$ cat config.mk
export PLATFORM = sky130hd
export DESIGN_NAME = lite_rd_top
export DESIGN_NICKNAME = d
export VERILOG_FILES = /design/src/common/lite_rd_pkg.sv /design/src/hdl/lite_rd_top.sv /design/src/hdl/lite_reg_bank.sv /design/src/axis_to_lite_rd/axis_to_lite_rd.sv /design/src/axis_to_lite_rd/axis_field_gen.sv /design/src/axis_to_lite_rd/axis_field_parser.sv
export VERILOG_INCLUDE_DIRS = /design/src /design/src/common
export SDC_FILE = /design/constraint.sdc
export NUM_CORES = 1
export LEC_CHECK = 0
export BUFFER_PORTS_ARGS = -buffer_cell sky130_fd_sc_hd__buf_2
export CORE_MARGIN = 5
export CORE_UTILIZATION = 45
export DETAILED_ROUTE_END_ITERATION = 10
export GPL_ROUTABILITY_DRIVEN = 1
export PLACE_DENSITY = 0.71
export SETUP_SLACK_MARGIN = 0.2
export SLEW_MARGIN = 5
export SYNTH_ARGS = -nofsm -noshare
export SYNTH_HDL_FRONTEND = slang
export SYNTH_SLANG_ARGS = --single-unit
$ cat constraint.sdc
create_clock -name aclk -period 6.1 [get_ports aclk]
set_clock_uncertainty 0.2 [all_clocks]
set_input_delay 0.915 -clock aclk [delete_from_list [all_inputs] [get_ports aclk]]
set_output_delay 0.915 -clock aclk [all_outputs]
set_load 0.02 [all_outputs]
$ cat src/common/lite_rd_consts.svh
// Shared constants for the stream to AXI-lite read subsystem.
// Holds the field length, the bank depth, the error pattern and the response codes.
`ifndef LITE_RD_CONSTS_SVH
`define LITE_RD_CONSTS_SVH

// bytes in the address field at the head of each input packet.
`define LITE_ADDR_BYTES 4

// number of 32-bit words in the local register bank.
`define LITE_REG_WORDS 16

// pattern returned for any read outside the bank.
`define LITE_ERR_WORD 32'hDEAD_BEEF

// AXI-lite response codes, as the bus defines them.
`define LITE_RESP_OKAY 2'b00
`define LITE_RESP_SLVERR 2'b10

`endif
$ cat src/common/lite_rd_pkg.sv
// Types for the stream to AXI-lite read subsystem.
// Vector typedefs for the meaningful widths and the two FSM state enums.
package lite_rd_pkg;

    typedef logic [7:0] byte_t;       // one beat on either byte stream.
    typedef logic [31:0] word_t;      // one register word.
    typedef logic [31:0] lite_addr_t; // byte address on the AXI-lite bus.
    typedef logic [3:0] reg_idx_t;    // word index into the bank.
    typedef logic [1:0] resp_t;       // AXI-lite read response.

    // parser FSM. HOLD keeps the finished address until the engine takes it.
    typedef enum logic [1:0] {
        COLLECT = 2'd0, // shifting in field bytes.
        HOLD    = 2'd1, // address complete, input stalled.
        DISCARD = 2'd2  // dropping the rest of the packet.
    } parse_state_t;

    // read engine FSM, one read at a time.
    typedef enum logic [1:0] {
        IDLE = 2'd0, // waiting for an address from the parser.
        ADDR = 2'd1, // AR channel in progress.
        DATA = 2'd2, // waiting for the R beat.
        HAND = 2'd3  // handing the word to the generator.
    } rd_state_t;

endpackage

$ cat src/hdl/lite_rd_top.sv
// Top level of the read subsystem.
// Connects the stream bridge to the local register bank.
`timescale 1ns/100ps

module lite_rd_top (
    input  logic                  aclk,
    input  logic                  rst_n,
    input  lite_rd_pkg::byte_t    in_tdata,
    input  logic                  in_tvalid,
    output logic                  in_tready,
    input  logic                  in_tlast,
    output lite_rd_pkg::byte_t    out_tdata,
    output logic                  out_tvalid,
    input  logic                  out_tready,
    output logic                  out_tlast,
    input  logic                  cfg_we,
    input  lite_rd_pkg::reg_idx_t cfg_idx,
    input  lite_rd_pkg::word_t    cfg_wdata
);

    // AXI-lite read channel between bridge and bank.
    logic                    arvalid;
    logic                    arready;
    lite_rd_pkg::lite_addr_t araddr;
    logic                    rvalid;
    logic                    rready;
    lite_rd_pkg::word_t      rdata;
    lite_rd_pkg::resp_t      rresp;

    axis_to_lite_rd axis_to_lite_rd_inst (
        .aclk       (aclk),
        .rst_n      (rst_n),
        .in_tdata   (in_tdata),
        .in_tvalid  (in_tvalid),
        .in_tready  (in_tready),
        .in_tlast   (in_tlast),
        .out_tdata  (out_tdata),
        .out_tvalid (out_tvalid),
        .out_tready (out_tready),
        .out_tlast  (out_tlast),
        .arvalid    (arvalid),
        .arready    (arready),
        .araddr     (araddr),
        .rvalid     (rvalid),
        .rready     (rready),
        .rdata      (rdata),
        .rresp      (rresp)
    );

    lite_reg_bank lite_reg_bank_inst (
        .aclk      (aclk),
        .rst_n     (rst_n),
        .arvalid   (arvalid),
        .arready   (arready),
        .araddr    (araddr),
        .rvalid    (rvalid),
        .rready    (rready),
        .rdata     (rdata),
        .rresp     (rresp),
        .cfg_we    (cfg_we),
        .cfg_idx   (cfg_idx),
        .cfg_wdata (cfg_wdata)
    );

endmodule

$ cat src/hdl/lite_reg_bank.sv
// AXI-lite read slave over a small register array.
// The array is loaded through a single-cycle config write port.
`timescale 1ns/100ps
`include "lite_rd_consts.svh"

module lite_reg_bank (
    input  logic                    aclk,
    input  logic                    rst_n,
    input  logic                    arvalid,
    output logic                    arready,
    input  lite_rd_pkg::lite_addr_t araddr,
    output logic                    rvalid,
    input  logic                    rready,
    output lite_rd_pkg::word_t      rdata,
    output lite_rd_pkg::resp_t      rresp,
    input  logic                    cfg_we,
    input  lite_rd_pkg::reg_idx_t   cfg_idx,
    input  lite_rd_pkg::word_t      cfg_wdata
);

    lite_rd_pkg::word_t    regs [`LITE_REG_WORDS];
    lite_rd_pkg::reg_idx_t rd_idx;   // word index from the byte address.
    logic                  out_rng;  // address lies above the bank.

    assign rd_idx  = araddr[5:2];
    assign out_rng = |araddr[31:6];
    assign arready = !rvalid; // a new read is taken only when none is pending.

    // the bank must read as zero after reset.
    always_ff @(posedge aclk) begin
        if (!rst_n) begin
            for (int i = 0; i < `LITE_REG_WORDS; i++) regs[i] <= '0;
        end else if (cfg_we) begin
            regs[cfg_idx] <= cfg_wdata;
        end
    end

    always_ff @(posedge aclk) begin
        if (arvalid && arready) begin
            rdata <= out_rng ? `LITE_ERR_WORD : regs[rd_idx];
            rresp <= out_rng ? `LITE_RESP_SLVERR : `LITE_RESP_OKAY;
        end
    end

    always_ff @(posedge aclk) begin
        if (!rst_n) begin
            rvalid <= 1'b0;
        end else if (arvalid && arready) begin
            rvalid <= 1'b1; // data one cycle after the AR transfer.
        end else if (rready) begin
            rvalid <= 1'b0;
        end
    end

endmodule

$ cat src/axis_to_lite_rd/axis_to_lite_rd.sv
// Bridge core from a byte command stream to AXI-lite reads.
// Parser and generator sit on the streams, the read engine sits between them.
`timescale 1ns/100ps

module axis_to_lite_rd (
    input  logic                    aclk,
    input  logic                    rst_n,
    input  lite_rd_pkg::byte_t      in_tdata,
    input  logic                    in_tvalid,
    output logic                    in_tready,
    input  logic                    in_tlast,
    output lite_rd_pkg::byte_t      out_tdata,
    output logic                    out_tvalid,
    input  logic                    out_tready,
    output logic                    out_tlast,
    output logic                    arvalid,
    input  logic                    arready,
    output lite_rd_pkg::lite_addr_t araddr,
    input  logic                    rvalid,
    output logic                    rready,
    input  lite_rd_pkg::word_t      rdata,
    input  lite_rd_pkg::resp_t      rresp
);

    logic                    addr_req;
    logic                    addr_ack;
    lite_rd_pkg::lite_addr_t field_addr;
    logic                    word_req;
    logic                    word_ack;
    lite_rd_pkg::word_t      rd_word;
    lite_rd_pkg::rd_state_t  state;

    axis_field_parser axis_field_parser_inst (
        .aclk       (aclk),
        .rst_n      (rst_n),
        .in_tdata   (in_tdata),
        .in_tvalid  (in_tvalid),
        .in_tready  (in_tready),
        .in_tlast   (in_tlast),
        .addr_req   (addr_req),
        .addr_ack   (addr_ack),
        .field_addr (field_addr)
    );

    assign rready = (state == lite_rd_pkg::DATA); // one R beat is expected per read.

    // rdata goes to the generator as returned.
    // The bank already puts the error pattern on an out-of-range read.
    always_ff @(posedge aclk) begin
        if (state == lite_rd_pkg::IDLE && addr_req && !addr_ack) begin
            araddr <= field_addr;
        end
        if (state == lite_rd_pkg::DATA && rvalid) begin
            rd_word <= rdata;
        end
    end

    always_ff @(posedge aclk) begin
        if (!rst_n) begin
            state    <= lite_rd_pkg::IDLE;
            addr_ack <= 1'b0;
            arvalid  <= 1'b0;
            word_req <= 1'b0;
        end else begin
            // the ack falls as soon as the parser has dropped its request.
            if (addr_ack && !addr_req) addr_ack <= 1'b0;

            case (state)
                lite_rd_pkg::IDLE: begin
                    if (addr_req && !addr_ack) begin
                        addr_ack <= 1'b1;
                        state    <= lite_rd_pkg::ADDR;
                    end
                end
                lite_rd_pkg::ADDR: begin
                    if (!arvalid) begin
                        arvalid <= 1'b1; // one cycle after the address was taken.
                    end else if (arready) begin
                        arvalid <= 1'b0;
                        state   <= lite_rd_pkg::DATA;
                    end
                end
                lite_rd_pkg::DATA: begin
                    if (rvalid) begin
                        word_req <= 1'b1;
                        state    <= lite_rd_pkg::HAND;
                    end
                end
                lite_rd_pkg::HAND: begin
                    // same four-phase order as the parser side.
                    if (word_req && word_ack) begin
                        word_req <= 1'b0;
                    end else if (!word_req && !word_ack) begin
                        state <= lite_rd_pkg::IDLE;
                    end
                end
                default: state <= lite_rd_pkg::IDLE;
            endcase
        end
    end

    axis_field_gen axis_field_gen_inst (
        .aclk       (aclk),
        .rst_n      (rst_n),
        .word_req   (word_req),
        .word_ack   (word_ack),
        .rd_word    (rd_word),
        .out_tdata  (out_tdata),
        .out_tvalid (out_tvalid),
        .out_tready (out_tready),
        .out_tlast  (out_tlast)
    );

endmodule

$ cat src/axis_to_lite_rd/axis_field_gen.sv
// Output side of the bridge. Takes a read word over a four-phase request
// and sends it as a four-byte packet, most significant byte first.
`timescale 1ns/100ps

module axis_field_gen (
    input  logic               aclk,
    input  logic               rst_n,
    input  logic               word_req,
    output logic               word_ack,
    input  lite_rd_pkg::word_t rd_word,
    output lite_rd_pkg::byte_t out_tdata,
    output logic               out_tvalid,
    input  logic               out_tready,
    output logic               out_tlast
);

    lite_rd_pkg::word_t shift_q; // word being sent, current byte at the top.
    logic [1:0]         beat;    // index of the beat on the bus.
    logic               pend;    // word captured, first beat not yet valid.
    logic               capture; // take a new word this cycle.
    logic               beat_ok; // an output beat transfers this cycle.

    // a word is only taken once the previous packet has fully drained.
    assign capture = word_req && !word_ack && !pend && !out_tvalid;
    assign beat_ok = out_tvalid && out_tready;

    assign out_tdata = shift_q[31:24];
    assign out_tlast = (beat == 2'(($bits(lite_rd_pkg::word_t) / 8) - 1));

    // shifting only on accepted beats keeps the byte stable under back-pressure.
    always_ff @(posedge aclk) begin
        if (capture) begin
            shift_q <= rd_word;
        end else if (beat_ok) begin
            shift_q <= shift_q << 8;
        end
    end

    always_ff @(posedge aclk) begin
        if (!rst_n) begin
            word_ack   <= 1'b0;
            pend       <= 1'b0;
            out_tvalid <= 1'b0;
            beat       <= '0;
        end else begin
            // ack at capture, so the engine may fetch the next word meanwhile.
            if (capture) begin
                word_ack <= 1'b1;
                pend     <= 1'b1;
            end else if (word_ack && !word_req) begin
                word_ack <= 1'b0;
            end

            if (pend) begin
                pend       <= 1'b0;
                out_tvalid <= 1'b1; // first beat one cycle after capture.
            end

            if (beat_ok) begin
                if (out_tlast) begin
                    out_tvalid <= 1'b0;
                    beat       <= '0;
                end else begin
                    beat <= beat + 2'd1;
                end
            end
        end
    end

endmodule

$ cat src/axis_to_lite_rd/axis_field_parser.sv
// Input side of the bridge. Collects the address field from the byte stream
// and hands it to the read engine through a four-phase request.
`timescale 1ns/100ps
`include "lite_rd_consts.svh"

module axis_field_parser (
    input  logic                    aclk,
    input  logic                    rst_n,
    input  lite_rd_pkg::byte_t      in_tdata,
    input  logic                    in_tvalid,
    output logic                    in_tready,
    input  logic                    in_tlast,
    output logic                    addr_req,
    input  logic                    addr_ack,
    output lite_rd_pkg::lite_addr_t field_addr
);

    lite_rd_pkg::parse_state_t state;
    logic [2:0]                byte_cnt;  // field bytes taken so far.
    logic                      pkt_ended; // the fourth field byte carried tlast.
    logic                      beat_ok;   // an input beat transfers this cycle.

    // the stream only stalls while a finished address waits for the engine.
    assign in_tready = (state != lite_rd_pkg::HOLD);
    assign beat_ok   = in_tvalid && in_tready;

    // field bytes arrive most significant first, so shift in from the bottom.
    always_ff @(posedge aclk) begin
        if (beat_ok && state == lite_rd_pkg::COLLECT) begin
            field_addr <= {field_addr[23:0], in_tdata};
        end
    end

    always_ff @(posedge aclk) begin
        if (!rst_n) begin
            state     <= lite_rd_pkg::COLLECT;
            byte_cnt  <= '0;
            pkt_ended <= 1'b0;
            addr_req  <= 1'b0;
        end else begin
            case (state)
                lite_rd_pkg::COLLECT: begin
                    if (beat_ok) begin
                        if (byte_cnt == 3'(`LITE_ADDR_BYTES - 1)) begin
                            // the last field byte, request goes up right away.
                            byte_cnt  <= '0;
                            addr_req  <= 1'b1;
                            pkt_ended <= in_tlast;
                            state     <= lite_rd_pkg::HOLD;
                        end else if (in_tlast) begin
                            byte_cnt <= '0; // short packet, the partial field is dropped.
                        end else begin
                            byte_cnt <= byte_cnt + 3'd1;
                        end
                    end
                end
                lite_rd_pkg::HOLD: begin
                    // drop the request on ack, then wait for the ack to fall.
                    if (addr_req && addr_ack) begin
                        addr_req <= 1'b0;
                    end else if (!addr_req && !addr_ack) begin
                        state <= pkt_ended ? lite_rd_pkg::COLLECT : lite_rd_pkg::DISCARD;
                    end
                end
                lite_rd_pkg::DISCARD: begin
                    if (beat_ok && in_tlast) begin
                        state <= lite_rd_pkg::COLLECT; // trailing bytes gone, next packet.
                    end
                end
                default: state <= lite_rd_pkg::COLLECT;
            endcase
        end
    end

endmodule

==> results.cfg, run 1 <==
[outcome]
status = completed

[cts]
cts_sinks = 688
clockRootBuffer = clkbuf_16
post_cts_buffers = 0
clk_pin_slew_ps = 60
clkLatencyLatePin_ps = 610
htree_levels = 3
cts_tree = built
cts_buffer_depth = 3
cts_resized = 0
postCtsHoldBufs = 0
numCtsBuffers = 74

[sta]
slew_headroom_pct = 20.1
fin_crit_sh_pct = 59.9
fmax_mhz = 274
worst_slew_pin_slew_ps = 1200
setup_tns_ps = 0
post-route-min-period_ps = 3650
hold_viol_final = 0
grt_setup_unrepaired = false
finalSetupViolCount = 0
maxSlewViolCount = 0

[synth]
synthFlopType = edfxtp_1
synth_edf_count = 670
synth_seq_cells = 688
syn_nets = 1871
ys_top_cells_by_count = 670 x edfxtp_1, 522 x and2_1, 95 x mux2_2
synth_most_common_cell = edfxtp_1
synthTopCellsByArea = edfxtp_1 68%, and2_1 11%, mux4_2 7.0%
async_flop_share_pct = 0
syn_inst = 1813
synth.distinct_cells = 42
synth_top_cell_area_share_pct = 68.3
ys_seq_area_share_pct = 69.5
avgSynthCellArea_um2 = 16.3
ys_warn_count = 0
yosysTopAreaCell = edfxtp_1
synth_area_um2 = 29500

[worst_setup_path]
end_kind = flip-flop
startpoint_type = primary input
required_ps = 6120
cp_cell_sequence = buf_2, buf_4, nand4b_1, nor3_2, buf_4, nand2b_2
crit_buf_inv = 3
crit_fanout = 33
cp_common_cell = buf_4
crit_type = primary input to flip-flop
critPathMaxStageDelay_ps = 790
slowest_stage = nand2b_2
critical_path.top_delay_family = simple AND/OR/NAND/NOR gates
crit_arrival_ps = 3670

[die]
io_pins = 61
start_util_pct = 45.5
fp.dieW_um = 266
coreArea_um2 = 64700
num_rows = 93
dieArea_um2 = 70700
die_height_um = 266

[layout]
stdcell_area_um2 = 33000
layout-drive-gt1-share_pct = 22.3
area_growth_syn_to_layout_pct = 12.0
finalNonFillerCells = 2755
fillCellCount = 5281
finalCoreUtilization_pct = 51.0
nets = 1896

[place]
placed_cell_area_um2 = 30700
gp_congestion = 0.793
dp_cells = 2617
place_hpwl_um = 37200
port_buffers = 60

[routing]
firstDrtPassIters = 5
drc = 0
ant_nets = 0
wire_per_inst_um = 23.5
totalWireLength_um = 64700
drtIter0Drc = 1405
via_per_inst = 5.55
dr_total_vias = 15300

[pwr]
cellPowerDensity_nw_per_um2 = 314
ir_worst_vdd_uv = 246
p_total_mw = 10.4
leakage_nw = 11.1

[grt]
grt_usage_pct = 18.3
antenna_found_initial = 7
grt_pass1_wl_um = 98000
grt_max_degree = 139
grt_overflow = 0
grt_pass1_vias = 15800

[worst_hold_path]
hold_path_class = flip-flop to flip-flop

[job]
drv_cap = 0
[flip-flops by register name, summed over array words and instances, names as in the netlist, 2 cells and up]
signal	count
axis_to_lite_rd_inst.araddr	30
axis_to_lite_rd_inst.axis_field_gen_inst.beat	2
axis_to_lite_rd_inst.axis_field_gen_inst.shift_q	32
axis_to_lite_rd_inst.axis_field_parser_inst.byte_cnt	3
axis_to_lite_rd_inst.axis_field_parser_inst.field_addr	32
axis_to_lite_rd_inst.axis_field_parser_inst.state	2
axis_to_lite_rd_inst.rd_word	32
axis_to_lite_rd_inst.state	2
lite_reg_bank_inst.rdata	32
lite_reg_bank_inst.regs	512
[per-stage QoR]
| step | setup slack, ps | hold WS [ps] |
|---|---|---|
| after floorplan | 1590 | 200 |
| after global placement | 1970 | 203 |
| after detailed placement | 1890 | 205 |
| after CTS | 2500 | 206 |
| after global routing | 2340 | 215 |
| final | 2450 | 215 |
[final timing paths]
path | from | to | slack (ps) | cells past startpoint
hold reg to reg | lite_reg_bank_inst.rdata[6] | axis_to_lite_rd_inst.rd_word[6] | 220 | 0
setup reg to reg | axis_to_lite_rd_inst.araddr[2] | lite_reg_bank_inst.rdata[26] | 2760 | 4
setup / recovery | rst_n | lite_reg_bank_inst.regs[4][12] | 2450 | 6
hold / removal | lite_reg_bank_inst.rdata[6] | axis_to_lite_rd_inst.rd_word[6] | 220 | 0
[report_power, final]
part / internal [mW] / total (mW) / leakage (nW) / switching [mW]
clock: 2.56 / 4.32 / 1.14 / 1.76
combinational: 0.176 / 0.501 / 3.60 / 0.325
sequential: 5.47 / 5.54 / 6.40 / 0.0740
total: 8.20 / 10.4 / 11.1 / 2.16
[logic make-up (layout without fill, tap and decap cells)]
| family | Yosys count | in the layout | synth area share [%] |
|---|---|---|---|
| buffers and inverters | 154 | 234 | 2.52 |
| flip-flops | 688 | 688 | 69.5 |
| other | 0 | 7 | 0 |
| AO/OA/AOI/OAI | 101 | 101 | 2.30 |
| adder cells (fa/ha/maj) | 8 | 8 | 0.340 |
| AND/OR/NAND/NOR | 661 | 661 | 13.5 |
| multiplexers | 201 | 201 | 11.8 |
[worst register-to-register path: cells and delay by family, from the launching register on]
| kind | cells | cell delay, ps |
|---|---|---|
| buffers and inverters | 1 | 460 |
| AOI/OAI and AO/OA | 2 | 950 |
| DFF | 1 | 420 |
| and+or+nand+nor | 1 | 1010 |
[routing by layer]
layer  global-route usage, %  part of all wire (%)  up-vias
met2                    29.1                    48      516
li1                        -                     -     6786
met4                    5.58                   2.7        2
met5                       0                 0.022        -
met1                    25.9                    41     7852
met3                    3.49                   7.8      122
[cells in the final DEF, fill, tap and decap left out, types with 5 or more instances in the layout]
cell	instances
a21oi_1	11
and2_1	522
buf_2	60
buf_4	34
clkbuf_1	16
clkbuf_16	79
clkinv_1	16
clkinv_2	8
dfxtp_1	18
diode_2	7
edfxtp_1	670
ha_1	8
inv_1	7
mux2_2	95
mux4_1	12
mux4_2	92
nand2_1	35
nand2b_1	10
nand3_1	6
nor2_1	13
nor2_2	9
nor2_4	5
nor2b_1	23
nor3_1	11
nor4_1	7
o21ai_4	12
o22ai_1	39
o311ai_1	23
[final cells by class]
type                    count  area (um^2)  area share [%]
repair buffers             96          596            1.80
diodes                      7         17.5          0.0531
inverters                   7         26.3          0.0796
flip-flops and latches    688        20500            62.0
well taps                 855         1070            3.24
multi-input cells         971         8480            25.7
clock buffers              98         2080            6.30
clock inverters            33          262           0.792
(Power assumes the default switching activity.)
==> inputs of run 2 (changes only) <==
- clock period: 6.1 -> 3.52 ns (I/O delays scaled with it)
==> run 2 against run 1 <==
Via count increased by 2.8%. Clock-buffer cell count decreased by 6. Combinational power increased by 91%. Power increased by 72%. Clock power increased by 67%. Final cell count increased by 1.3%. Global-route usage increased by 1.8 points. Final area increased by 1.2%. Wire length increased by 9.0%. Die area unchanged. Critical path depth decreased by 2. Highest routed layer unchanged.
==> results.cfg, run 2 (synthesis results as in run 1) <==
[outcome]
status = completed

[worst_setup_path]
end_kind = flip-flop
startpoint_type = flip-flop
crit_type = flip-flop to flip-flop
cp_cell_sequence = buf_12, or2_2, o22ai_1, o311ai_0
critPathMaxStageDelay_ps = 650
crit_arrival_ps = 2980
crit_fanout = 41
required_ps = 3650
slowest_stage = or2_2

[sta]
hold_viol_final = 0
maxSlewViolCount = 0
post-route-min-period_ps = 2850
slew_headroom_pct = 32.6
finalSetupViolCount = 0
setup_tns_ps = 0
worst_slew_pin_slew_ps = 1010
fin_crit_sh_pct = 81.0
fmax_mhz = 351
hold_ws_ps = 161
grt_setup_unrepaired = false

[pwr]
ir_worst_vdd_uv = 507
p_total_mw = 17.8
cellPowerDensity_nw_per_um2 = 532
leakage_nw = 11.4

[routing]
ant_nets = 0
drtIter0Drc = 1516
drc = 0
dr_total_vias = 15700
via_per_inst = 5.63
wire_per_inst_um = 25.3
firstDrtPassIters = 5
totalWireLength_um = 70600

[cts]
cts_sinks = 688
clk_pin_slew_ps = 60
numCtsBuffers = 73
clkLatencyLatePin_ps = 610
htree_levels = 3
cts_buffer_depth = 3
cts_tree = built
clockRootBuffer = clkbuf_16

[layout]
top_register = lite_reg_bank_inst.regs
final_common_cell = edfxtp_1
finalCoreUtilization_pct = 51.7
area_growth_syn_to_layout_pct = 13.4
layout_common_cells = 670 x edfxtp_1, 522 x and2_1, 95 x mux2_2
fillCellCount = 5241
layout-drive-gt1-share_pct = 23.5
antennaDiodeCount = 0
nets = 1940
stdcell_area_um2 = 33400
largest_reg_flops = 512

[die]
io_pins = 61
die_height_um = 266
start_util_pct = 45.5
fp.dieW_um = 266
dieArea_um2 = 70700
coreArea_um2 = 64700
num_rows = 93

[job]
drv_cap = 0

[place]
placed_cell_area_um2 = 31100
place_hpwl_um = 43000
port_buffers = 60
gp_congestion = 0.814

[grt]
grt_usage_pct = 20.0
antenna_found_initial = 7
grt_pass1_wl_um = 106000
grt_pass1_vias = 16500
grt_max_degree = 50
grt_overflow = 0

[worst_hold_path]
hold_path_class = primary input to flip-flop
-- run 2: final cells by class --
type	instances	area [um^2]	area share [%]
Sequential cell	688	20500	61.3
Multi-Input combinational cell	971	8460	25.3
Tap cell	855	1070	3.20
Timing Repair Buffer	141	1180	3.54
Inverter	7	26.3	0.0786
Clock buffer	92	1940	5.81
Clock inverter	36	263	0.786
-- run 2: worst max-delay path, delay by kind of cell, from the launching register on --
family                 cells  cell delay [ps]
AOI/OAI and AO/OA          2              820
and+or+nand+nor            1              650
DFF                        1              580
buffers and inverters      1              320
-- run 2: stage by stage --
step	setup WS, ps	instances
after floorplan	-607	1813
after global placement	694	2652
after CTS	608	2790
after detailed placement	614	2652
after global routing	523	2790
final	669	2790
-- run 2: layer usage --
layer	vias to the layer above	routed length, um	share of wire [%]	track usage [%]
met3	138	5600	7.9	4.76
met2	626	34600	49	33.3
met1	8055	28200	40	26.4
met5	-	61	0.086	0
li1	6873	-	-	-
met4	8	2120	3.0	6.51
-- run 2: path summary, 6_finish.rpt --
path,startpoint,endpoint,slack (ps),depth (start not counted)
worst max-delay path,axis_to_lite_rd_inst.araddr[2],lite_reg_bank_inst.rdata[12],670,4
worst min-delay path,in_tvalid,flip-flop,160,5
worst max register to register,axis_to_lite_rd_inst.araddr[2],lite_reg_bank_inst.rdata[12],670,4
worst min register to register,lite_reg_bank_inst.rdata[15],axis_to_lite_rd_inst.rd_word[15],210,0
-- run 2: where the power goes --
part	switching [mW]	internal, mW	leakage (nW)
sequential	0.138	9.47	6.40
clock	3.09	4.12	1.08
combinational	0.610	0.348	3.89
total	3.84	13.9	11.4
-- run 2: what timing repair did --
action | CTS | global route
setup buffers | 0 | 0
hold buffers | 10 | 0
resized for setup | 0 | 0
endpoints found under the hold margin | 11 | 0
==> inputs of run 3 (changes only) <==
- ABC_AREA: unset -> 1
- clock period: 3.52 -> 2.7 ns (I/O delays scaled with it)
==> run 3 against run 2 <==
Register-to-register slack worse by 260 ps. Synthesized area is 1.1% higher. Synthesized cell count is 59% higher. Fmax is 24% higher. Non-clock buffer count is 13 higher. Flip-flop and latch count stayed put. Critical path depth is 5 higher. Utilization is 0.95 points lower. Final cell count is 37% higher.
==> results.cfg, run 3 <==
[routing]
totalWireLength_um = 79000
wire_per_inst_um = 20.7
ant_nets = 0
via_per_inst = 5.43
drc = 0
dr_total_vias = 20700
drtIter0Drc = 2911
firstDrtPassIters = 5

[sta]
slew_headroom_pct = 55.5
fmax_mhz = 436
grt_setup_unrepaired = false
hold_viol_final = 0
post-route-min-period_ps = 2290
finalSetupViolCount = 0
hold_ws_ps = 156
maxSlewViolCount = 0
fin_crit_sh_pct = 84.9
setup_tns_ps = 0
worst_slack_ps = 408
worst_slew_pin_slew_ps = 666

[die]
coreArea_um2 = 65700
die_height_um = 267
dieArea_um2 = 71400
fp.dieW_um = 267
io_pins = 61
start_util_pct = 45.3
num_rows = 94

[cts]
cts_tree = built
htree_levels = 3
numCtsBuffers = 67
clkLatencyLatePin_ps = 620
cts_sinks = 688
clockRootBuffer = clkbuf_16
cts_buffer_depth = 3
clk_pin_slew_ps = 60

[worst_setup_path]
critPathMaxStageDelay_ps = 580
regToRegSetupSlack_ps = 410
worstSetupStartpoint = axis_to_lite_rd_inst.araddr[2]
end_kind = flip-flop
cp_cell_sequence = inv_6, buf_12, buf_4, nand2_1, nand2_1, nand2_1, nand3_1, nand3_1, nand3_1
crit_arrival_ps = 2570
crit_type = flip-flop to flip-flop
crit_fanout = 64
slowest_stage = edfxtp_1
startpoint_type = flip-flop
r2r-start = axis_to_lite_rd_inst.araddr[2]
required_ps = 2970
ff2ff_path_depth = 9

[synth]
synth_xor_area_share_pct = 0.0294
synth.mux.area_fraction_pct = 0.907
synthTopCellsByArea = edfxtp_1 68%, nor2_1 9.6%, nand2_1 7.8%
syn_nets = 2934
synth_top_cell_area_share_pct = 67.5
synth.distinct_cells = 29
synth_compound_area_share_pct = 2.10
synth_area_um2 = 29800
ys_warn_count = 0
async_flop_share_pct = 0
avgSynthCellArea_um2 = 10.4
synthSimpleGateAreaFrac_pct = 22.1
synth_most_common_cell = nor2_1
ys_top_cells_by_count = 759 x nor2_1, 670 x edfxtp_1, 618 x nand2_1
ys_seq_area_share_pct = 68.8
synthFlopType = edfxtp_1
synth_top_family_by_area = simple AND/OR/NAND/NOR gates
yosysTopAreaCell = edfxtp_1
syn_inst = 2876
synth_edf_count = 670
synth_seq_cells = 688
synth_fa_ha_area_share_pct = 0.336

[layout]
finalNonFillerCells = 3812
fillCellCount = 5614
stdcell_area_um2 = 33300
layout-drive-gt1-share_pct = 10.2
top_register = lite_reg_bank_inst.regs
largest_reg_flops = 512
nets = 2955
area_growth_syn_to_layout_pct = 11.9
finalCoreUtilization_pct = 50.7
final_common_cell = nor2_1
layout_common_cells = 758 x nor2_1, 670 x edfxtp_1, 599 x nand2_1
antennaDiodeCount = 0

[grt]
grt_max_degree = 108
antenna_found_initial = 0
grt_pass1_wl_um = 119000
grt_pass1_vias = 19700
grt_usage_pct = 22.0
grt_overflow = 0

[pwr]
leakage_nw = 13.2
p_total_mw = 23.1
cellPowerDensity_nw_per_um2 = 692
ir_worst_vdd_uv = 514

[job]
drv_cap = 0

[place]
dp_slack_ps = 420
gp_congestion = 0.860
placed_cell_area_um2 = 31100
place_hpwl_um = 42800
dp_cells = 3681
port_buffers = 60

[worst_hold_path]
hold_depth = 3
hp-start = cfg_wdata[13]
hold_path_class = primary input to flip-flop

[outcome]
status = completed
==> run 3: cell types whose count changed in the layout (fill, tap and decap cells not counted), moves of 38 or more <==
cell,delta
nand2_1,+564
mux2_2,-71
o22ai_1,-38
and2_1,-522
nor2_1,+745
nand3_1,+245
mux4_2,-92
inv_1,+170
o21ai_0,+98
==> run 3: logic make-up after synthesis <==
| family | Yosys count |
|---|---|
| AO/OA/AOI/OAI | 123 |
| XOR/XNOR | 1 |
| adder cells (fa/ha/maj) | 8 |
| buffers and inverters | 383 |
| flip-flops | 688 |
| multiplexers | 24 |
| AND/OR/NAND/NOR | 1649 |
==> run 3: cell type report <==
| class | count | area, um^2 | share of cell area [%] |
|---|---|---|---|
| clock buffer | 85 | 1810 | 5.42 |
| clock inverter | 35 | 343 | 1.03 |
| inverter | 181 | 684 | 2.05 |
| multi-input combinational | 1805 | 7690 | 23.1 |
| sequential | 688 | 20500 | 61.4 |
| tap | 864 | 1080 | 3.24 |
| timing repair buffer | 154 | 1260 | 3.78 |
==> run 3: final timing paths <==
kind	endpoint
worst min-delay path	lite_reg_bank_inst.regs[8][13]
worst max register to register	lite_reg_bank_inst.rdata[5]
worst max-delay path	lite_reg_bank_inst.rdata[5]
worst min register to register	axis_to_lite_rd_inst.araddr[25]
==> run 3: report_power, final <==
group	total [mW]	switching (mW)	internal [mW]
clock network	9.31	3.98	5.34
logic	1.26	0.937	0.319
registers	12.5	0.167	12.3
total	23.1	5.08	18.0
==> run 3: critical path, delay by kind of cell (launching register included) <==
kind,cells,cell delay (ps)
buffers and inverters,3,860
and+or+nand+nor,6,450
DFF,1,580
==> run 3: repair_timing <==
item                      CTS  global route
buffers inserted            0             0
resized for setup           0             0
hold buffers               11             0
hold endpoints to repair   15             0
==> run 3: routing by layer <==
metal  share of wire [%]  vias up  GRT usage (%)  wire, um
met5                   0        -              0         0
met4                 3.9        0           7.95      3050
met3                  12      190           5.20      9480
met2                  45     1227           33.8     35500
met1                  39     9793           30.9     31000
li1                    -     9475              -         -
